--- config.mk ---
export PLATFORM = sky130hd
export DESIGN_NAME = reg_file
export DESIGN_NICKNAME = d
export VERILOG_FILES = /design/src/cpu_pkg.sv /design/src/reg_file.sv
export SDC_FILE = /design/constraint.sdc
export NUM_CORES = 1
export LEC_CHECK = 0
export BUFFER_PORTS_ARGS = -buffer_cell sky130_fd_sc_hd__clkbuf_2
export CORE_MARGIN = 5
export CORE_UTILIZATION = 50
export CTS_BUF_LIST = sky130_fd_sc_hd__clkbuf_4 sky130_fd_sc_hd__clkbuf_8
export CTS_CLUSTER_SIZE = 16
export DETAILED_ROUTE_END_ITERATION = 12
export GPL_ROUTABILITY_DRIVEN = 0
export PLACE_DENSITY = 0.73
export REMOVE_ABC_BUFFERS = 1
export SETUP_SLACK_MARGIN = 0.3
export SLEW_MARGIN = 20
export SYNTH_ARGS = -nofsm -noshare
export SYNTH_HDL_FRONTEND = slang
export SYNTH_SLANG_ARGS = --single-unit
--- constraint.sdc ---
create_clock -name ram_clk -period 32.6 [get_ports ram_clk]
set_input_delay 1.63 -clock ram_clk [delete_from_list [all_inputs] [get_ports ram_clk]]
set_output_delay 1.63 -clock ram_clk [all_outputs]
set_load 0.005 [all_outputs]
--- src/cpu_pkg.sv ---
`default_nettype none

package cpu_pkg;

  localparam int byte_w = 8;

  // opcode values of the first instruction byte
  localparam logic [byte_w-1:0] OP_HALT        = byte_w'(0);
  localparam logic [byte_w-1:0] OP_LOADFROMRAM = byte_w'(1);
  localparam logic [byte_w-1:0] OP_WRITETORAM  = byte_w'(3);
  localparam logic [byte_w-1:0] OP_ADD8        = byte_w'(4);
  localparam logic [byte_w-1:0] OP_ADDNUM8     = byte_w'(6);
  localparam logic [byte_w-1:0] OP_SET8        = byte_w'(9);

  // four fetched bytes, byte 0 in the top bits
  typedef union packed {
    // LOADFROMRAM and WRITETORAM
    struct packed {
      logic [byte_w-1:0] opcode;
      logic [byte_w-1:0] reg_start;
      logic [byte_w-1:0] length;
      logic [byte_w-1:0] ram_addr;
    } mv;
    // ADD8 / ADDNUM8 use src, dst, len; SET8 uses dst, len
    struct packed {
      logic [byte_w-1:0] opcode;
      logic [byte_w-1:0] op_a;
      logic [byte_w-1:0] op_b;
      logic [byte_w-1:0] op_c;
    } alu;
  } instr_u;

endpackage

`default_nettype wire

--- src/reg_file.sv ---
`timescale 1ns/1ps
`default_nettype none

module reg_file import cpu_pkg::*; #(
  parameter int REG_ADDR_W = 6
) (
  input logic ram_clk,
  input logic stage3_read,
  input logic [REG_ADDR_W-1:0] mov_rd_addr,
  input logic [REG_ADDR_W-1:0] alu_rd_addr,
  input logic mov_wr_en,
  input logic [REG_ADDR_W-1:0] mov_wr_addr,
  input logic [byte_w-1:0] mov_wr_data,
  input logic alu_wr_en,
  input logic [REG_ADDR_W-1:0] alu_wr_addr,
  input logic [byte_w-1:0] alu_wr_data,
  output logic [byte_w-1:0] mov_rd_data,
  output logic [byte_w-1:0] alu_rd_data
);
  localparam int depth = 2 ** REG_ADDR_W;

  logic [byte_w-1:0] regs [depth];
  logic wr_en;
  logic [REG_ADDR_W-1:0] wr_addr;
  logic [byte_w-1:0] wr_data;

  // one write source at a time
  assign wr_en = mov_wr_en || alu_wr_en;
  assign wr_addr = mov_wr_en ? mov_wr_addr : alu_wr_addr;
  assign wr_data = mov_wr_en ? mov_wr_data : alu_wr_data;

  always_ff @(posedge ram_clk or posedge stage3_read) begin
    if (stage3_read) begin
      for (int i = 0; i < depth; i++) begin
        regs[i] <= '0;
      end
    end else if (wr_en) begin
      regs[wr_addr] <= wr_data;
    end
  end

  assign mov_rd_data = regs[mov_rd_addr];
  assign alu_rd_data = regs[alu_rd_addr];

  single_writer: assert property (@(posedge ram_clk) disable iff (stage3_read)
    !(mov_wr_en && alu_wr_en));

endmodule

`default_nettype wire

* Word level (Yosys, flattened, before mapping)
Index checks and enable logic that the tools add are counted. W data, S select, Z words.
Storage, ports and cells: flip-flop bits (word level) 512, bits of input ports 44
Operators by class: magnitude comparators 4, multiplexer cells 11, bitwise operators 3, reductions and logical operators 2
Operators by type and width (count):
- $bwmux W512 | 1
- $bmux W8 S6 | 2
- $demux W8 S6 | 1
- $mux W8 | 6
- $ge A7 B7 Y1 const B | 3
- $not A6 Y7 | 3
- $lt A7 B1 Y1 const B | 1
- $mux W6 | 1
- $logic_and A1 B1 Y1 | 1
- $logic_or A1 B1 Y1 | 1

* Logic depth before layout (Yosys ltp)
word-level depth 7, mapped depth 10, gate-level depth less buffers 5

* Worst setup path before layout
Ideal clock, no wire load.
path type input port to output port, start point input port mov_rd_addr[0], end point output port mov_rd_data[3], arrival time 3.313 ns, slack 27.657 ns, stages on the path 7, path buffers 3, cell sequence buf_2 -> buf_4 -> buf_2 -> mux4_2 -> a221oi_1 -> nand2_1 -> and4_1
On the way: longest elaborated chain between the ends 4
Ends and longest elaborated chain:
- start, declared | line reg_file.sv:9 | input logic [REG_ADDR_W-1:0] mov_rd_addr,
- $not A6 Y7 (implied by the code) | line reg_file.sv:42 | assign mov_rd_data = regs[mov_rd_addr];
- $bmux W8 S6 | line reg_file.sv:42
- $mux W8 (implied by the code) (2 in series) | line reg_file.sv:42
- end, declared | line reg_file.sv:17 | output logic [byte_w-1:0] mov_rd_data,
Every way passes these cells. The select of a mux whose other input is x is not followed.

* Worst setup path after layout
start point input port mov_rd_addr[0], end point output port mov_rd_data[4]
The elaborated chain is that of the path after synthesis.

==> summary.md <==
| Metric | Value |
|---|---|
| Max cap viols | `0` |
| Dpl cells | `approximately 3,000` |
| Die area | `roughly 60,000 µm²` |
| Cts repair resizes | `0` |
| Critical path required time | `30.97 ns` |
| Async SR Flop Fraction | `100.0%` |
| Register name with the most flops | `regs` |
| Critical path type | `input pin to primary output` |
| Final worst path period share | `a little over a fifth` |
| Rows | `between 80 and 90` |
| Post-Syn Instances | `~2,400` |
| Synth Area in Adders | `0%` |
| Worst EP arrival | `about 5.3 ns` |
| Crit-path slowest cell | `buf_4` |
| Clock sinks | `just over 500` |
| CP cell instances | `clkbuf_8, buf_4, mux4_2, mux2_2, a21o_1, o21ai_0, a211oi_1, clkbuf_2` |
| Largest family of logic cells by synthesized area | `multiplexers` |
| Largest net degree at the start of global routing | `about 140` |
| Distinct cell type count after synthesis | `54` |
| Bufs and invs on worst path | `3` |
| Hold Buf Count CTS | `0` |
| CP max FO | `between 70 and 80` |
| Largest stage delay, worst path | `0.87 ns` |
| Worst-Skew Late Latency | `~0.67 ns` |
| Reg2reg start | `regs[107]` |
| Avg Inst Size Synth | `between 10 and 15 µm²` |
| Hold_sp | `regs[220]` |
| Worst Slack Setup Final | `roughly 26 ns` |
| Post-CTS setup buffers | `0` |
| Starting density of the core | `between 50% and 60%` |
| DR WL/cell | `26.73 µm` |
| Slew Limit Fails | `0` |
| # port buffers | `~60` |
| P_leak | `about 12 nW` |
| Levels on crit path | `8` |
| Clock skew | `0 ns` |
| CP delay by family, top | `buffers and inverters` |
| Setup TNS | `0 ns` |
| Width of the die | `between 200 and 250 µm` |
| Layout area overhead | `8.094%` |
| DRT Wirelength | `83,040 µm` |
| Compound-cell area share of the yosys netlist | `between 10 and 15%` |
| Fraction of layout cells with a size suffix above 1 | `23.42%` |
| Final Hold Viols | `0` |
| RSZ-0062 raised after global routing | `false` |
| Cells on worst reg2reg path | `2` |
| R2r setup slk | `approximately 32 ns` |
| Grt ovf | `0` |
| Top Registers | `regs: 512 flops` |
| Status | `completed` |
| Final setup viols | `0` |
| DP HPWL | `52,810 µm` |
| Critical R2R Capture | `regs[107]` |
| Ys Warns | `0` |
| Register area share after synthesis | `about 47%` |
| Critical Path Source | `mov_rd_addr[0]` |
| CP endpoint kind | `primary output` |
| Worst-Margin Slew | `~1.2 ns` |
| Total GRT Usage | `between 20 and 30%` |
| Worst Setup Start Kind | `input pin` |
| Antenna violations before repair | `5` |
| Post-Synth Simple-Gate Area | `11.87%` |
| Max Fclk | `~140 MHz` |
| CTS Root Cell | `clkbuf_8` |
| Htree depth | `3` |
| Yosys reg bits | `a little over 500` |
| Post-synthesis mux area share | `between 20% and 30%` |
| Placement Setup Slack | `~26 ns` |
| Vias in the first global route | `20,690` |
| Drt pass-1 iters | `6` |
| Power per cell area | `roughly 67 nW/µm²` |
| Initial DRC count | `2,995` |
| Max FFs per register | `just over 500` |
| Post-route minimum period | `around 6.9 ns` |
| Rel. slew slack | `a little over a fifth` |
| CTS tree | `yes` |
| Non-filler instance count after layout | `roughly 3,100` |
| Post-Synth XOR/XNOR Area | `0%` |
| HP Class | `flip-flop to flip-flop` |
| Nets | `2,388` |
| Vias per cell | `around 6.8` |
| Chip height | `roughly 240 µm` |
| Num ports | `60` |
| Routed vias | `between 20,000 and 25,000` |
| Final ANT Viol Nets | `0` |
| Worst Hold Depth | `2` |
| End point of the critical path | `mov_rd_data[4]` |
| First-pass GRT wire length | `127,800 µm` |
| Max IR drop VDD | `roughly 28 µV` |
| Post-synth EDFFs | `0` |
| Core area | `54,030 µm²` |
| Cell Area, Synth | `27,360 µm²` |
| CTS buffer count | `84` |
| Clock buffer depth | `3` |
| Clk slew on worst S/H paths | `approximately 0.050 ns` |
| Most used DFF post-synth | `dfrtp_1` |
| DRC Markers | `0` |
metal layers:
metal	track usage, %	share of wire (%)
met2	40.87	45
met3	9.063	13
met5	0	0.013
met4	12.18	4.7
met1	38.44	38
worst min path at each step:
stage                           end  slack, ns
final                     regs[220]       0.50
after global placement    regs[396]       0.47
after detailed placement  regs[220]       0.49
after global routing      regs[220]       0.52
after CTS                 regs[220]       0.50
after floorplan            regs[81]       0.46
logic make-up (layout without fill, tap and decap cells):
family / after synthesis / count (layout)
compound gates: 686 / 686
mux: 306 / 306
buf+inv: 230 / 238
flops: 512 / 512
other cells: 0 / 3
simple gates: 666 / 666
cell usage after synthesis, types with 4 or more instances:
master / instances / area [µm²]
o22ai_1: 16 / 100.1
a221oi_1: 11 / 96.34
nand2b_1: 10 / 62.56
buf_2: 63 / 315.3
a211oi_1: 12 / 90.09
a21oi_1: 255 / 1276
nand3_1: 14 / 70.07
nor2b_1: 18 / 112.6
o221ai_1: 16 / 140.1
nand2_1: 287 / 1077
dfrtp_1: 512 / 12810
o21ai_0: 283 / 1416
clkbuf_1: 119 / 446.7
a221o_1: 5 / 50.05
nor3_1: 8 / 40.04
buf_6: 15 / 168.9
a22o_1: 11 / 96.34
a21oi_2: 4 / 35.03
mux2i_1: 40 / 400.4
nor4_4: 30 / 638.1
o21ai_1: 7 / 35.03
o211ai_1: 5 / 37.54
buf_4: 17 / 127.6
mux2_2: 15 / 168.9
mux4_2: 250 / 5630
buf_1: 13 / 48.80
a22oi_1: 27 / 202.7
nand4_1: 34 / 212.7
nor2_1: 251 / 942.2
and3_1: 5 / 31.28
o22a_1: 5 / 43.79
a31oi_1: 10 / 62.56
power by group:
| part | switching (mW) | total, mW | internal, mW | leakage [nW] |
|---|---|---|---|---|
| sequential | 0.126 | 0.918 | 0.792 | 6.60 |
| combinational | 0.239 | 0.471 | 0.232 | 4.76 |
| clock | 0.264 | 0.585 | 0.320 | 0.931 |
| total | 0.629 | 1.97 | 1.35 | 12.3 |
layout by cell type (no fill, tap or decap), types with 4 or more instances in the layout:
master,instances
nor2b_1,17
mux2i_1,31
mux2i_4,9
o22ai_1,16
clkinv_2,11
a22oi_1,27
dfrtp_1,512
a31oi_1,10
o21ai_0,283
and3_1,5
a22o_1,11
o211ai_1,5
nand2_1,287
clkbuf_8,104
mux4_2,250
mux2_2,15
a221o_1,5
nand3_1,14
a21oi_2,4
a221oi_1,11
o21ai_1,6
nor3_1,8
nand2b_1,10
clkbuf_4,31
buf_4,25
buf_6,5
a21oi_1,255
nor2_1,250
nand4_1,34
clkinvlp_4,4
o22a_1,5
a211oi_1,12
nor4_4,30
o221ai_1,16
clkbuf_2,53
worst min-delay path, cell delays in order, from the launching register on:
cell     delay (ns)
dfrtp_1        0.36
nand2_1        0.05
o21ai_0        0.06
area by class of cell:
cell class / instances / area, µm²
sequential: 512 / 12810
tap: 696 / 870.8
clock buffer: 134 / 1650
multi-input combinational: 1658 / 13550
antenna: 3 / 7.507
fill: 4442 / 24450
timing repair buffer: 86 / 578.1
inverter: 2 / 15.01
clock inverter: 16 / 93.84
through the flow:
stage,power (mW),hold slack [ns],util (%),cell area [µm²]
3_5_place_dp,1.384,0.4877,51.35,27740
6_report,1.974,0.5021,54.75,29580
3_3_place_gp,1.351,0.4739,51.35,27740
2_1_floorplan,1.212,0.4608,-,26240
5_1_grt,2.068,0.5179,54.74,29570
4_1_cts,1.967,0.4994,54.58,29490
(Power assumes the default switching activity.)
