===== config.mk =====
export PLATFORM = sky130hd
export DESIGN_NAME = alu_unit_flat
export DESIGN_NICKNAME = d
export VERILOG_FILES = /design/src/cpu_pkg.sv /design/src/mem_bus_if.sv /design/src/alu_unit.sv /design/src/flat_wrapper.sv
export SDC_FILE = /design/constraint.sdc
export NUM_CORES = 1
export LEC_CHECK = 0
export BUFFER_PORTS_ARGS = -buffer_cell sky130_fd_sc_hd__buf_2
export CAP_MARGIN = 10
export CELL_PAD_IN_SITES_DETAIL_PLACEMENT = 2
export CELL_PAD_IN_SITES_GLOBAL_PLACEMENT = 2
export CORE_MARGIN = 10
export CORE_UTILIZATION = 39
export CTS_BUF_LIST = sky130_fd_sc_hd__clkbuf_8
export CTS_CLUSTER_DIAMETER = 120
export CTS_CLUSTER_SIZE = 16
export DETAILED_ROUTE_END_ITERATION = 8
export PLACE_DENSITY = 0.91
export REMOVE_ABC_BUFFERS = 1
export SKIP_CTS_REPAIR_TIMING = 1
export SYNTH_ARGS = -nofsm -noshare
export SYNTH_HDL_FRONTEND = slang
export SYNTH_SLANG_ARGS = --single-unit

===== constraint.sdc =====
create_clock -name ram_clk -period 6.29 [get_ports ram_clk]
set_input_delay 0.9435 -clock ram_clk [delete_from_list [all_inputs] [get_ports ram_clk]]
set_output_delay 0.9435 -clock ram_clk [all_outputs]
set_load 0.005 [all_outputs]

===== src/cpu_pkg.sv =====
`default_nettype none

package cpu_pkg;

  localparam int byte_w = 8;

  // opcode values of the first instruction byte
  localparam logic [byte_w-1:0] OP_HALT        = byte_w'(0);
  localparam logic [byte_w-1:0] OP_LOADFROMRAM = byte_w'(1);
  localparam logic [byte_w-1:0] OP_WRITETORAM  = byte_w'(3);
  localparam logic [byte_w-1:0] OP_ADD8        = byte_w'(4);
  localparam logic [byte_w-1:0] OP_ADDNUM8     = byte_w'(6);
  localparam logic [byte_w-1:0] OP_SET8        = byte_w'(9);

  // four fetched bytes, byte 0 in the top bits
  typedef union packed {
    // LOADFROMRAM and WRITETORAM
    struct packed {
      logic [byte_w-1:0] opcode;
      logic [byte_w-1:0] reg_start;
      logic [byte_w-1:0] length;
      logic [byte_w-1:0] ram_addr;
    } mv;
    // ADD8 / ADDNUM8 use src, dst, len; SET8 uses dst, len
    struct packed {
      logic [byte_w-1:0] opcode;
      logic [byte_w-1:0] op_a;
      logic [byte_w-1:0] op_b;
      logic [byte_w-1:0] op_c;
    } alu;
  } instr_u;

endpackage

`default_nettype wire


===== src/mem_bus_if.sv =====
`timescale 1ns/1ps
`default_nettype none


// instruction handoff from the sequencer to the two execution units
interface dispatch_if import cpu_pkg::*; ();
  logic start;
  instr_u instr;
  logic mov_busy;
  logic alu_busy;

  modport driver (
    output start,
    output instr,
    input mov_busy,
    input alu_busy
  );

  modport mov_unit (
    input start,
    input instr,
    output mov_busy
  );

  modport alu_unit (
    input start,
    input instr,
    output alu_busy
  );
endinterface

`default_nettype wire


===== src/alu_unit.sv =====
`timescale 1ns/1ps
`default_nettype none

module alu_unit import cpu_pkg::*; #(
  parameter int REG_ADDR_W = 6
) (
  input logic ram_clk,
  input logic stage3_read,
  dispatch_if.alu_unit dispatch,
  output logic [REG_ADDR_W-1:0] rd_addr,
  input logic [byte_w-1:0] rd_data,
  output logic wr_en,
  output logic [REG_ADDR_W-1:0] wr_addr,
  output logic [byte_w-1:0] wr_data
);
  logic take;
  logic is_set;
  logic busy_q;
  logic [byte_w-1:0] op_q;
  logic [byte_w-1:0] imm;
  logic [REG_ADDR_W-1:0] src;
  logic [REG_ADDR_W-1:0] dst;
  logic [byte_w-1:0] len;
  logic [byte_w-1:0] idx;

  assign is_set = dispatch.instr.alu.opcode == OP_SET8;
  assign take = dispatch.start && (is_set || (dispatch.instr.alu.opcode == OP_ADD8) ||
                                   (dispatch.instr.alu.opcode == OP_ADDNUM8));
  assign dispatch.alu_busy = busy_q;

  // read and write in the same cycle, so overlapping runs see earlier results
  assign rd_addr = src + REG_ADDR_W'(idx);
  assign wr_addr = dst + REG_ADDR_W'(idx);
  assign wr_en = busy_q && (idx < len);

  always_comb begin
    if (op_q == OP_SET8) wr_data = '0;
    else if (op_q == OP_ADDNUM8) wr_data = rd_data + imm;
    else wr_data = rd_data + rd_data;
  end

  always_ff @(posedge ram_clk or posedge stage3_read) begin
    if (stage3_read) begin
      busy_q <= 1'b0;
      idx <= '0;
    end else if (take) begin
      busy_q <= 1'b1;
      idx <= '0;
    end else if (busy_q) begin
      // zero length still costs one cycle
      if (idx + 1'b1 >= len) busy_q <= 1'b0;
      else idx <= idx + 1'b1;
    end
  end

  // SET8 has dst and len one operand earlier
  always_ff @(posedge ram_clk) begin
    if (take) begin
      op_q <= dispatch.instr.alu.opcode;
      imm <= dispatch.instr.alu.op_a;
      src <= REG_ADDR_W'(dispatch.instr.alu.op_a);
      dst <= REG_ADDR_W'(is_set ? dispatch.instr.alu.op_a : dispatch.instr.alu.op_b);
      len <= is_set ? dispatch.instr.alu.op_b : dispatch.instr.alu.op_c;
    end
  end

endmodule

`default_nettype wire


===== src/flat_wrapper.sv =====
// flat-port wrapper written by rule: the top's interface ports become plain ports
module alu_unit_flat import cpu_pkg::*;
#(
  parameter int REG_ADDR_W = 6
)
  (ram_clk, stage3_read, rd_addr, rd_data, wr_en, wr_addr, wr_data, dispatch_start, dispatch_instr, dispatch_alu_busy);
  dispatch_if dispatch_i ();
  input logic ram_clk;
  input logic stage3_read;
  output logic [REG_ADDR_W-1:0] rd_addr;
  input logic [byte_w-1:0] rd_data;
  output logic wr_en;
  output logic [REG_ADDR_W-1:0] wr_addr;
  output logic [byte_w-1:0] wr_data;
  input wire logic [$bits(dispatch_i.start)-1:0] dispatch_start;
  input wire logic [$bits(dispatch_i.instr)-1:0] dispatch_instr;
  output wire logic [$bits(dispatch_i.alu_busy)-1:0] dispatch_alu_busy;
  assign dispatch_i.start = dispatch_start;
  assign dispatch_i.instr = dispatch_instr;
  assign dispatch_alu_busy = dispatch_i.alu_busy;
  alu_unit #(.REG_ADDR_W(REG_ADDR_W)) u_core (.ram_clk(ram_clk), .stage3_read(stage3_read), .dispatch(dispatch_i), .rd_addr(rd_addr), .rd_data(rd_data), .wr_en(wr_en), .wr_addr(wr_addr), .wr_data(wr_data));
endmodule

# After elaboration in Yosys (flattened, before gate mapping)
# Cells that the tools add are included.
# W data, S select, Z words.
# totals
regBits	45
inputBits	43
output_inout_bits	22
word_cells	36
# classes
add_sub_neg	5
n_lt_le_gt_ge	2
eq_ne	6
muxes	10
reduce_logical	6
# ops
cell	n
$mux W8	6
$eq A8 B3 Y1 const B	3
$add A8 B8 Y8	2
$eq A8 B4 Y1 const B	2
$add A6 B6 Y6	2
$add A8 B1 Y8 const B	1
$ge A8 B8 Y1	1
$lt A8 B8 Y1	1
$mux W6	1
$mux W1	3
$logic_and A1 B1 Y1	2
$logic_or A1 B1 Y1	2
$ne A2 B1 Y1 const B	1
$reduce_and A2 Y1	1
$reduce_bool A2 Y1	1

# Depth between registers and ports, before layout
# logic_depth
depth_word	6
ltp_mapped	12
ltp_nobuf	11

# Worst setup path before layout
# OpenSTA, ideal clock, no wires.
# synth_path
path_type	register to output
startpoint	register u_core.op_q[5]
endpoint	output port wr_data[6]
arrival_ns	2.447
t_required_ns	5.346
path_slack_ns	2.899
path_stages_with_launch	12
n_path_buf	0
cell_sequence	edfxtp_1 -> nor4_2 -> nand4_2 -> mux2_2 -> ha_1 -> inv_1 -> fa_1 -> nor2b_1 -> o31a_1 -> o21ai_0 -> nand3_1 -> nor3b_1
# synth_via
elab_chain_len	3
word_cells_on_any_way	4
classes_between	eq/ne: 2; mux: 2
# synth_lines
element	line	rtl
start: declaration	alu_unit.sv:19	logic [byte_w-1:0] op_q;
start signal: assignment	alu_unit.sv:59	op_q <= dispatch.instr.alu.opcode;
$eq A8 B3 Y1	alu_unit.sv:38	else if (op_q == OP_ADDNUM8) wr_data = rd_data + imm;
$mux W8	alu_unit.sv:38	
$mux W8 (*)	alu_unit.sv:37	if (op_q == OP_SET8) wr_data = '0;
end: declaration	flat_wrapper.sv:14	output logic [byte_w-1:0] wr_data;
# Mark *: on every way between the ends. The rest lies on a longest branch, timed or not.

# Worst setup path after layout
# Same ends and word-level chain as after synthesis.

==> results.ini <==
[outcome]
status = completed

[timing]
setup_viol = 0
worst_pin_slew_ps = 1153
slew_headroom = 0.2258
hold_viol = 0
finalCritPeriodShare = 0.6761
fin_skew_ps = 7.377
slew_viol_final = 0
rsz0062_at_grt = false
min_period_ps = 4253
setup_slack_ps = 2037
fin_setup_tns_ps = 0
fmax_mhz = 235.1

[clock_tree]
cts-htree-levels = 2
clkTransAtPathRegs_ps = 80
numCtsBuffers = 5
root_buffer = clkbuf_8
cts_sinks = 39
cts_tree = yes
clk_path_buf_depth = 2
worstSkewPairLatency_ps = 290

[finish]
fillers = 718
regArea_sq_um = 1126
area_delta_synth_final_pct = 19.21
final_layout_size_suffix_gt1_frac = 0.3175
multi_input_area_sq_um = 1533
fin_nets = 394

[setup_path]
crit_arrival_ps = 3310
cp.required_ps = 5350
critPathKind = register to output pin
endpoint_kind = output pin
cp_max_fo = 9
start_kind = register

[detailed_routing]
wirelength_um = 8331
dr.pass1.iters = 4
first_iter_violations = 57
via_per_inst = 5.248
drc = 0
via_count = 2162
final_antenna_net_count = 0
wl_per_cell_um = 20.22

[grt]
grt_pass1_wl_um = 13280
overflow = 0
grt_usage = 0.1495
grt_pass1_vias = 2478
grt_antenna_before_repair = 1
grt_max_degree = 38

[synth]
synth_top_cell_by_area = edfxtp_1
synth_top_cell_area_share = 0.3232
synth-seq-area-share = 0.4039
synthDistinctLibCells = 48
synth-edff-count = 30
synth_cells = 247
synth_flop_cell = edfxtp_1
synth_area_leaders = edfxtp_1 32%, ha_1 15%, dfrtp_1 8.1%, mux2_2 7.7%, xnor2_1 5.3%
synth_fa_ha_area_frac = 0.1741
muxShareOfSynthArea = 0.08079
yosys.area_share.simple = 0.1082
syn-cell-area_sq_um = 2788
synth_top_family_by_area = adder cells
yosysWarnings = 0
async_flop_share = 0.2308
synth_compound_area_frac = 0.1207
synth-xor-area-share = 0.06598
synth.avg_cell_area_sq_um = 11.29
ys_ff_latch = 39

[floorplan]
io_pins = 65
initial_core_util = 0.4058
dieArea_sq_um = 10930
die_h_um = 104.5
design.core.area_sq_um = 6869
die_w_um = 104.5
rows = 30

[place]
place_hpwl_um = 6523
port_buffers = 64
dp_slack_ps = 2358
globalplace.congestion = 0.7778

[hold_path]
hold_path.class = primary input to asynchronous set/reset pin

[pwr]
powerDensity_nw_per_um2 = 264.5
vdd_drop_max_v = 0.0001693
power_leakage_nw = 1.488

[job]
max_cap_viol_count = 0

==> path summary, 6_finish.rpt <==
kind / depth (start not counted) / slack, ps / start / to
max in group asynchronous: 2 / 5370 / stage3_read / u_core.idx[5]
min in group ram_clk: 2 / 620 / u_core.idx[7] / u_core.idx[7]
max reg2reg: 9 / 3020 / u_core.idx[1] / u_core.idx[6]
max: 12 / 2040 / u_core.op_q[5] / wr_data[6]
min: 2 / 620 / stage3_read / u_core.idx[7]
min reg2reg: 2 / 620 / u_core.idx[7] / u_core.idx[7]
==> power breakdown <==
group          internal, mW  switching, mW
combinational         0.157          0.167
clock                 0.129         0.0945
sequential            0.292         0.0398
total                 0.578          0.301
==> cells in the final DEF (no fill, tap or decap), drive strengths merged, types with 9 or more instances in the layout <==
master	n
a21oi	18
buf	64
dfrtp	9
edfxtp	30
ha	34
inv	27
mux2	20
nand2	9
nor2	11
o21ai	12
xnor2	17
==> per-layer routing <==
layer  part of all wire  GRT usage  vias up
met3              0.042    0.03010        8
met5                  0          0        -
met4              0.013    0.03579        0
li1                   -          -     1028
met1               0.41     0.1695     1069
met2               0.54     0.2784       57
==> kinds of logic (layout without fill, tap and decap cells) <==
group | count (synthesis) | in the layout
buffers and inverters | 31 | 99
flip-flops | 39 | 39
AO/OA/AOI/OAI | 52 | 52
adder cells (fa/ha/maj) | 37 | 37
multiplexers | 20 | 20
other | 0 | 1
AND/OR/NAND/NOR | 47 | 47
XOR/XNOR | 21 | 21
==> per-stage QoR <==
stage / cell area, sq um / std cells / power (mW) / utilization / hold WS (ps)
3_3_place_gp: 3203 / 403 / 0.6356 / 0.4663 / 582.4
4_1_cts: 3321 / 411 / 0.8938 / 0.4834 / 625.6
3_5_place_dp: 3203 / 403 / 0.6638 / 0.4663 / 611.7
6_report: 3323 / 412 / 0.8791 / 0.4838 / 622.9
5_1_grt: 3323 / 412 / 0.9418 / 0.4838 / 664.4
2_1_floorplan: 2763 / 243 / 0.5221 / - / 561.3
==> cells in the mapped netlist, drive strengths merged (3+ instances only) <==
cell	count
a21o	7
a21oi	18
buf	3
dfrtp	9
edfxtp	30
fa	3
ha	34
inv	27
mux2	20
nand2	9
nand3	4
nor2	11
nor2b	4
o211ai	3
o21a	3
o21ai	12
or3	5
xnor2	17
xor2	4
==> state kept, by name, indices dropped and copies added (netlist names) <==
name and count:
u_core.dispatch.alu_busy 1, u_core.dst 6, u_core.idx 8, u_core.imm 3
u_core.len 8, u_core.op_q 8, u_core.src 5
==> cell type report <==
class | instances | share of cell area
timing repair buffer | 64 | 0.09639
multi-input combinational | 177 | 0.4612
inverter | 27 | 0.03125
clock buffer | 6 | 0.02485
antenna | 1 | 0.0007530
sequential | 39 | 0.3389
tap | 96 | 0.03614
clock inverter | 2 | 0.01054
==> worst max-delay path, stage by stage (launching register included) <==
cell and delay (ps):
edfxtp_1 380, nor4_2 390, nand4_2 360, mux2_2 330, ha_1 170, inv_1 60, fa_1 370, nor2b_1 220
o31a_1 190, o21ai_0 120, nand3_1 110, nor3b_1 170, buf_2 140
Note: power is estimated with default switching activity, not from simulation.
