## src/cpu_pkg.sv

```systemverilog
`default_nettype none

package cpu_pkg;

  localparam int byte_w = 8;

  // opcode values of the first instruction byte
  localparam logic [byte_w-1:0] OP_HALT        = byte_w'(0);
  localparam logic [byte_w-1:0] OP_LOADFROMRAM = byte_w'(1);
  localparam logic [byte_w-1:0] OP_WRITETORAM  = byte_w'(3);
  localparam logic [byte_w-1:0] OP_ADD8        = byte_w'(4);
  localparam logic [byte_w-1:0] OP_ADDNUM8     = byte_w'(6);
  localparam logic [byte_w-1:0] OP_SET8        = byte_w'(9);

  // four fetched bytes, byte 0 in the top bits
  typedef union packed {
    // LOADFROMRAM and WRITETORAM
    struct packed {
      logic [byte_w-1:0] opcode;
      logic [byte_w-1:0] reg_start;
      logic [byte_w-1:0] length;
      logic [byte_w-1:0] ram_addr;
    } mv;
    // ADD8 / ADDNUM8 use src, dst, len; SET8 uses dst, len
    struct packed {
      logic [byte_w-1:0] opcode;
      logic [byte_w-1:0] op_a;
      logic [byte_w-1:0] op_b;
      logic [byte_w-1:0] op_c;
    } alu;
  } instr_u;

endpackage

`default_nettype wire

```

## src/mem_bus_if.sv

```systemverilog
`timescale 1ns/1ps
`default_nettype none

// byte access, req held until the one-cycle ready
interface mem_bus_if import cpu_pkg::*; #(
  parameter int RAM_ADDR_W = 10
) ();
  logic req;
  logic we;
  logic [RAM_ADDR_W-1:0] addr;
  logic [byte_w-1:0] wdata;
  logic [byte_w-1:0] rdata;
  logic ready;

  modport client (
    output req,
    output we,
    output addr,
    output wdata,
    input rdata,
    input ready
  );

  modport server (
    input req,
    input we,
    input addr,
    input wdata,
    output rdata,
    output ready
  );
endinterface

// instruction handoff from the sequencer to the two execution units
interface dispatch_if import cpu_pkg::*; ();
  logic start;
  instr_u instr;
  logic mov_busy;
  logic alu_busy;

  modport driver (
    output start,
    output instr,
    input mov_busy,
    input alu_busy
  );

  modport mov_unit (
    input start,
    input instr,
    output mov_busy
  );

  modport alu_unit (
    input start,
    input instr,
    output alu_busy
  );
endinterface

`default_nettype wire

```

## src/mem_mover.sv

```systemverilog
`timescale 1ns/1ps
`default_nettype none

module mem_mover import cpu_pkg::*; #(
  parameter int RAM_ADDR_W = 10,
  parameter int REG_ADDR_W = 6
) (
  input logic ram_clk,
  input logic stage3_read,
  dispatch_if.mov_unit dispatch,
  mem_bus_if.client move_bus,
  output logic [REG_ADDR_W-1:0] rd_addr,
  input logic [byte_w-1:0] rd_data,
  output logic wr_en,
  output logic [REG_ADDR_W-1:0] wr_addr,
  output logic [byte_w-1:0] wr_data
);
  logic take;
  logic busy_q;
  logic acc_q;
  logic is_load;
  logic [REG_ADDR_W-1:0] reg_base;
  logic [REG_ADDR_W-1:0] reg_ptr;
  logic [RAM_ADDR_W-1:0] ram_base;
  logic [byte_w-1:0] len;
  logic [byte_w-1:0] idx;

  assign take = dispatch.start && ((dispatch.instr.mv.opcode == OP_LOADFROMRAM) ||
                                   (dispatch.instr.mv.opcode == OP_WRITETORAM));
  assign reg_ptr = reg_base + REG_ADDR_W'(idx);
  assign rd_addr = reg_ptr;
  assign dispatch.mov_busy = busy_q;

  // store data comes straight from the register read port
  assign move_bus.req = busy_q && acc_q;
  assign move_bus.we = !is_load;
  assign move_bus.addr = ram_base + RAM_ADDR_W'(idx);
  assign move_bus.wdata = rd_data;

  // per byte: ram access until ready, then one write/step cycle
  always_ff @(posedge ram_clk or posedge stage3_read) begin
    if (stage3_read) begin
      busy_q <= 1'b0;
      acc_q <= 1'b0;
      wr_en <= 1'b0;
      idx <= '0;
    end else begin
      wr_en <= 1'b0;
      if (take) begin
        busy_q <= 1'b1;
        acc_q <= dispatch.instr.mv.length != '0;
        idx <= '0;
      end else if (busy_q && acc_q) begin
        if (move_bus.ready) begin
          acc_q <= 1'b0;
          wr_en <= is_load;
        end
      end else if (busy_q) begin
        if (idx + 1'b1 >= len) begin
          busy_q <= 1'b0;
        end else begin
          idx <= idx + 1'b1;
          acc_q <= 1'b1;
        end
      end
    end
  end

  always_ff @(posedge ram_clk) begin
    if (take) begin
      is_load <= dispatch.instr.mv.opcode == OP_LOADFROMRAM;
      reg_base <= REG_ADDR_W'(dispatch.instr.mv.reg_start);
      ram_base <= RAM_ADDR_W'(dispatch.instr.mv.ram_addr);
      len <= dispatch.instr.mv.length;
    end
    if (move_bus.ready) begin
      wr_addr <= reg_ptr;
      wr_data <= move_bus.rdata;
    end
  end

endmodule

`default_nettype wire

```

## src/flat_wrapper.sv

```systemverilog
// flat-port wrapper written by rule: the top's interface ports become plain ports
module mem_mover_flat import cpu_pkg::*;
#(
  parameter int RAM_ADDR_W = 10,
  parameter int REG_ADDR_W = 6
)
  (ram_clk, stage3_read, rd_addr, rd_data, wr_en, wr_addr, wr_data, dispatch_start, dispatch_instr, dispatch_mov_busy, move_bus_req, move_bus_we, move_bus_addr, move_bus_wdata, move_bus_rdata, move_bus_ready);
  dispatch_if dispatch_i ();
  mem_bus_if #(.RAM_ADDR_W(RAM_ADDR_W)) move_bus_i ();
  input logic ram_clk;
  input logic stage3_read;
  output logic [REG_ADDR_W-1:0] rd_addr;
  input logic [byte_w-1:0] rd_data;
  output logic wr_en;
  output logic [REG_ADDR_W-1:0] wr_addr;
  output logic [byte_w-1:0] wr_data;
  input wire logic [$bits(dispatch_i.start)-1:0] dispatch_start;
  input wire logic [$bits(dispatch_i.instr)-1:0] dispatch_instr;
  output wire logic [$bits(dispatch_i.mov_busy)-1:0] dispatch_mov_busy;
  output wire logic [$bits(move_bus_i.req)-1:0] move_bus_req;
  output wire logic [$bits(move_bus_i.we)-1:0] move_bus_we;
  output wire logic [$bits(move_bus_i.addr)-1:0] move_bus_addr;
  output wire logic [$bits(move_bus_i.wdata)-1:0] move_bus_wdata;
  input wire logic [$bits(move_bus_i.rdata)-1:0] move_bus_rdata;
  input wire logic [$bits(move_bus_i.ready)-1:0] move_bus_ready;
  assign dispatch_i.start = dispatch_start;
  assign dispatch_i.instr = dispatch_instr;
  assign dispatch_mov_busy = dispatch_i.mov_busy;
  assign move_bus_req = move_bus_i.req;
  assign move_bus_we = move_bus_i.we;
  assign move_bus_addr = move_bus_i.addr;
  assign move_bus_wdata = move_bus_i.wdata;
  assign move_bus_i.rdata = move_bus_rdata;
  assign move_bus_i.ready = move_bus_ready;
  mem_mover #(.RAM_ADDR_W(RAM_ADDR_W), .REG_ADDR_W(REG_ADDR_W)) u_core (.ram_clk(ram_clk), .stage3_read(stage3_read), .dispatch(dispatch_i), .move_bus(move_bus_i), .rd_addr(rd_addr), .rd_data(rd_data), .wr_en(wr_en), .wr_addr(wr_addr), .wr_data(wr_data));
endmodule
```

## config.mk

```make
export PLATFORM = sky130hd
export DESIGN_NAME = mem_mover_flat
export DESIGN_NICKNAME = d
export VERILOG_FILES = /design/src/cpu_pkg.sv /design/src/mem_bus_if.sv /design/src/mem_mover.sv /design/src/flat_wrapper.sv
export SDC_FILE = /design/constraint.sdc
export NUM_CORES = 1
export LEC_CHECK = 0
export BUFFER_PORTS_ARGS = -buffer_cell sky130_fd_sc_hd__buf_2
export CAP_MARGIN = 30
export CORE_ASPECT_RATIO = 0.5
export CORE_MARGIN = 1.5
export CORE_UTILIZATION = 49
export DETAILED_ROUTE_END_ITERATION = 10
export PLACE_DENSITY = 0.79
export SYNTH_ARGS = -nofsm -noshare
export SYNTH_HDL_FRONTEND = slang
export SYNTH_SLANG_ARGS = --single-unit
export TNS_END_PERCENT = 5
```

## constraint.sdc

```tcl
create_clock -name ram_clk -period 3.09 [get_ports ram_clk]
set_input_delay 0.1545 -clock ram_clk [delete_from_list [all_inputs] [get_ports ram_clk]]
set_output_delay 0.1545 -clock ram_clk [all_outputs]
set_load 0.1 [all_outputs]
```

# Word-level counts from Yosys, hierarchy flattened
# Index checks and enable logic that the tools add are counted.
[totals] ff_bits=48 input_bits=52 out_inout_bits=42 word_cells=45
[classes] n_addsub=3 n_lt_le_gt_ge=1 n_eq_ne=6 muxes=16 reduce_logical=9
[op_table] operator="two-way mux 8 bit" count=4
[op_table] operator="two-way mux 1 bit" count=12
[op_table] operator="adder 8 x 8 -> 9 bit" count=1
[op_table] operator="adder 8 x 1 -> 8 bit, second input constant" count=1
[op_table] operator="equality test 8 x 1 -> 1 bit, second input constant" count=1
[op_table] operator="equality test 8 x 2 -> 1 bit, second input constant" count=1
[op_table] operator="greater-or-equal comparator 8 bit" count=1
[op_table] operator="nonzero test 8 bit" count=1
[op_table] operator="adder 6 bit" count=1
[op_table] operator="AND reduction 3 bit" count=2
[op_table] operator="!= test 2 x 1 -> 1 bit, second input constant" count=2
[op_table] operator="!= test 3 x 1 -> 1 bit, second input constant" count=1
[op_table] operator="!= test 3 x 2 -> 1 bit, second input constant" count=1
[op_table] operator="nonzero test 3 bit" count=1
[op_table] operator="logical AND 1 bit" count=2
[op_table] operator="nonzero test 2 bit" count=1
[op_table] operator="zero test 1 bit" count=1
[op_table] operator="logical OR 1 bit" count=1

# Longest topological paths before layout
[depth] ltp_word=6 depth_mapped=12 mapped_depth_nobuf=11

# Least setup slack after synthesis
# Ideal clock, no wire load.
[synth_path] path_kind="reg2out" start="reg u_core.idx[0]" end="out move_bus_addr[8]" arrival_ps=3616 required_ps=2935 setup_slack_ps=-681 stages_incl_launch_ff=10 n_path_buf=0 path_cell_list="dfrtp_1 -> ha_1 -> inv_1 -> fa_1 -> nor2b_1 -> o21ai_0 -> nand2b_1 -> a21o_1 -> a2111oi_0 -> nor3_1"
[synth_via] elab_chain_cells=1
[synth_rtl] item="start: declaration" line="mem_mover.sv:26" source="logic [byte_w-1:0] idx;"
[synth_rtl] item="start signal: assignment" line="mem_mover.sv:62" source="idx <= idx + 1'b1;"
[synth_rtl] item="adder 8 x 8 -> 9 bit" line="mem_mover.sv:37" source="assign move_bus.addr = ram_base + RAM_ADDR_W'(idx);"
[synth_rtl] item="end: declaration" line="flat_wrapper.sv:22" source="output wire logic [$bits(move_bus_i.addr)-1:0] move_bus_addr;"
# No other way between the ends.

# Final worst setup path
[layout_path] start="reg u_core.idx[1]" end="reg u_core.idx[6]"
[layout_via] elab_chain_cells=5 elab_cells_between_ends=8
[layout_rtl] item="adder 8 x 1 -> 8 bit (*)" line="mem_mover.sv:59, mem_mover.sv:62"
[layout_rtl] item="parallel branches: the longest is 4 deep, another holds greater-or-equal comparator 8 bit"
# Mark *: on every way between the ends. The select of a mux whose other input is x is not followed.
# A chain may end at the register's enable or synchronous reset.

==> impl_metrics.csv <==
group,metric,value,unit
grt,grt_antenna_before_repair,0,
logic_synthesis,synthCells,204,
route,post_drt_wl_per_cell,13.4,um
floorplan,io_pins,94,
sta,clock_skew,0.00533,ns
floorplan,rows,18,
logic_synthesis,async_flop_share,0.229,
logic_synthesis,ys_ff_latch,48,
placed_design,placedCellCount,338,
placed_design,gp_congestion,0.803,
route,drtIter0Drc,56,
logic_synthesis,synth_ff_type,"edfxtp_1",
final_layout,antenna_cells,0,
final_layout,layout_common_cells,"74 x buf_2, 37 x edfxtp_1, 22 x ha_1, 20 x inv_1, 13 x xnor2_1",
clock_tree,clk_path_buf_depth,2,
clock_tree,insertion_delay,0.31,ns
final_layout,layout_commonest_cell,"buf_2",
sta,drv_slew,0,
grt,grt_max_degree,33,
sta,worst_pin_slew,0.561,ns
final_layout,drive_above_1_share,0.368,
floorplan,die_h,54.0,um
final_layout,nNetsFinal,355,
setup_path,crit_path_start_kind,"flip-flop",
setup_path,r2r_slack,0.18,ns
worst_hold_path,min_from,"move_bus_rdata[5]",
route,num_vias,1722,
grt,gr-total-overflow,0,
final_layout,fin_cells,350,
clock_tree,root_buffer,"clkbuf_8",
route,drc,0,
setup_path,crit_chain,"ha_1 > nand3_1 > or2_2 > xnor2_1 > ha_1 > nand3_1 > nand4b_2 > a21oi_4 > nand3_4 > or3_4 > a21oi_2",
sta,rsz0062_at_grt,"false",
setup_path,worstPathArrival,3.14,ns
setup_path,r2r_end,"u_core.idx[6]",
route,drt-vias-per-instance,4.92,
clock_tree,cts_tree,"done",
sta,final-setup-viol-count,0,
power,ir_drop,0.640,mV
status,status,"finished, final reports clean",
logic_synthesis,synth-edff-count,37,
grt,grt_first_pass_wirelength,7530,um
placed_design,dp_hpwl,3610,um
sta,max_clock_freq,344,MHz
clock_tree,h-tree-depth,2,
setup_path,reg2reg_from,"u_core.idx[1]",
worst_hold_path,min_path_cells,1,
route,drtPass1Iterations,4,
sta,final-hold-violation-count,0,
logic_synthesis,synth.avg_cell_area,12.5,um^2
logic_synthesis,syn_nets,280,
sta,timing.hold.ws,0.0180,ns
setup_path,cp-startpoint,"u_core.idx[1]",
setup_path,path_class,"flip-flop to flip-flop",
logic_synthesis,yosysWarnings,0,
setup_path,slowest_delay,0.45,ns
setup_path,crit_family,"simple AND/OR/NAND/NOR gates",
final_layout,area_growth,21.2,%
setup_path,reg2reg_depth,11,
final_layout,fin_util,0.623,
final_layout,fin_area,3090,um^2
clock_tree,clkTransAtPathRegs,0.09,ns
clock_tree,cts_buffers,5,
floorplan,initial_core_util,0.514,
sta,relSlewSlack,0.617,
setup_path,path_buf_inv,0,
worst_hold_path,hold_class,"primary input to flip-flop",
power,powerDensity,1030,nW/um^2
sta,fin_setup_tns,0,ns
placed_design,postPlaceCellArea,2930,um^2
setup_path,worst-path-max-fanout,11,
setup_path,slowest_stage,"dfrtp_2",
route,wl,4690,um
floorplan,die_w,105,um
power,cellLeakagePower,1.38,nW
logic_synthesis,synthDistinctLibCells,40,
placed_design,portBuffers,74,
logic_synthesis,synth_area,2550,um^2
setup_path,required,3.32,ns
worst_hold_path,min_to,"u_core.wr_data[5]",
sta,period_share,0.942,
floorplan,core_area,4950,um^2
logic_synthesis,yosysSeqAreaShare,0.544,
sta,min_period,2.91,ns
floorplan,die_area,5660,um^2
job,maxCapViolations,0,
setup_path,cp-end-kind,"flip-flop",
route,ant_nets,0,
clock_tree,cts.sinks,48,
grt,track_usage,0.176,
grt,grt_pass1_vias,1650,
-- how the worst max path moves through the flow --
stage                                    to  slack (ns)  depth (start not counted)
after global placement        u_core.idx[6]        0.19                         11
after global routing          u_core.idx[4]    0.000007                         11
final                         u_core.idx[6]        0.18                         11
after detailed placement      u_core.idx[6]        0.05                         11
after CTS                     u_core.idx[6]        0.02                         11
after floorplan           u_core.wr_addr[4]       -0.29                          7
-- kinds of logic after synthesis --
family                     share of synthesized area
buffers and inverters                         0.0624
DFF                                            0.544
AOI/OAI and AO/OA                             0.0821
adders and majority gates                      0.124
other                                        0.00147
and+or+nand+nor                                0.117
xor gates and xnor gates                      0.0688
-- worst register-to-register path, cell delays in order, from the launching register on --
cell and delay, ns:
dfrtp_2 0.45, ha_1 0.23, nand3_1 0.18, or2_2 0.37
xnor2_1 0.20, ha_1 0.28, nand3_1 0.11, nand4b_2 0.13
a21oi_4 0.22, nand3_4 0.16, or3_4 0.40, a21oi_2 0.13
-- synthesized netlist by cell type (2+ instances only) --
cell type	number	share of area
a21o_1	4	0.012
a21oi_1	12	0.024
and3_1	3	0.0074
buf_4	9	0.027
dfrtp_1	11	0.11
edfxtp_1	37	0.44
fa_1	2	0.016
ha_1	22	0.11
inv_1	20	0.029
nand2_1	11	0.016
nand2b_1	2	0.0049
nand3_1	5	0.0098
nand3_2	2	0.0079
nand4_1	2	0.0049
nor2_1	4	0.0059
nor2b_1	3	0.0074
nor3_1	2	0.0039
nor4_1	2	0.0049
o21ai_0	8	0.016
o21bai_1	2	0.0059
or2_2	2	0.0049
or3_1	3	0.0074
xnor2_1	13	0.045
xor2_1	7	0.024
-- metal layers --
layer	global-route usage	part of all wire
met3	0.0436	0.048
met2	0.312	0.48
met4	0.0776	0.024
met5	0	0
met1	0.212	0.45
-- through the flow --
| stage | setup slack, ns | total power (W) |
|---|---|---|
| final | 0.179 | 0.00318 |
| after global routing | 0.00000711 | 0.00333 |
| after detailed placement | 0.0515 | 0.00270 |
| after floorplan | -0.289 | 0.00248 |
| after CTS | 0.0157 | 0.00316 |
| after global placement | 0.189 | 0.00267 |
-- cell type report --
cell class / count / area, um^2
sequential: 48 / 1390
clock buffer: 5 / 68.8
timing repair buffer: 78 / 403
tap: 70 / 87.6
multi-input combinational: 125 / 1010
inverter: 21 / 80.1
clock inverter: 3 / 42.5
fill: 385 / 1870
-- state kept, by name, indices dropped and copies added, names as in the netlist --
| signal | flops |
|---|---|
| u_core.dispatch.mov_busy | 1 |
| u_core.wr_addr | 6 |
| u_core.reg_base | 6 |
| u_core.len | 8 |
| u_core.acc_q | 1 |
| u_core.is_load | 1 |
| u_core.wr_data | 8 |
| u_core.wr_en | 1 |
| u_core.ram_base | 8 |
| u_core.idx | 8 |
-- repair_timing --
action / in CTS / in global routing
buffers inserted: 0 / 3
resized for setup: 0 / 4
hold buffers: 1 / 0
setup endpoints to repair: 0 / 5
hold endpoints to repair: 11 / 0
-- power by group --
part | switching [W] | internal [W]
Combinational | 0.00147 | 0.000375
Clock | 0.000215 | 0.000240
Sequential | 0.0000873 | 0.000792
Total | 0.00178 | 0.00141
Note: power is estimated with default switching activity, not from simulation.
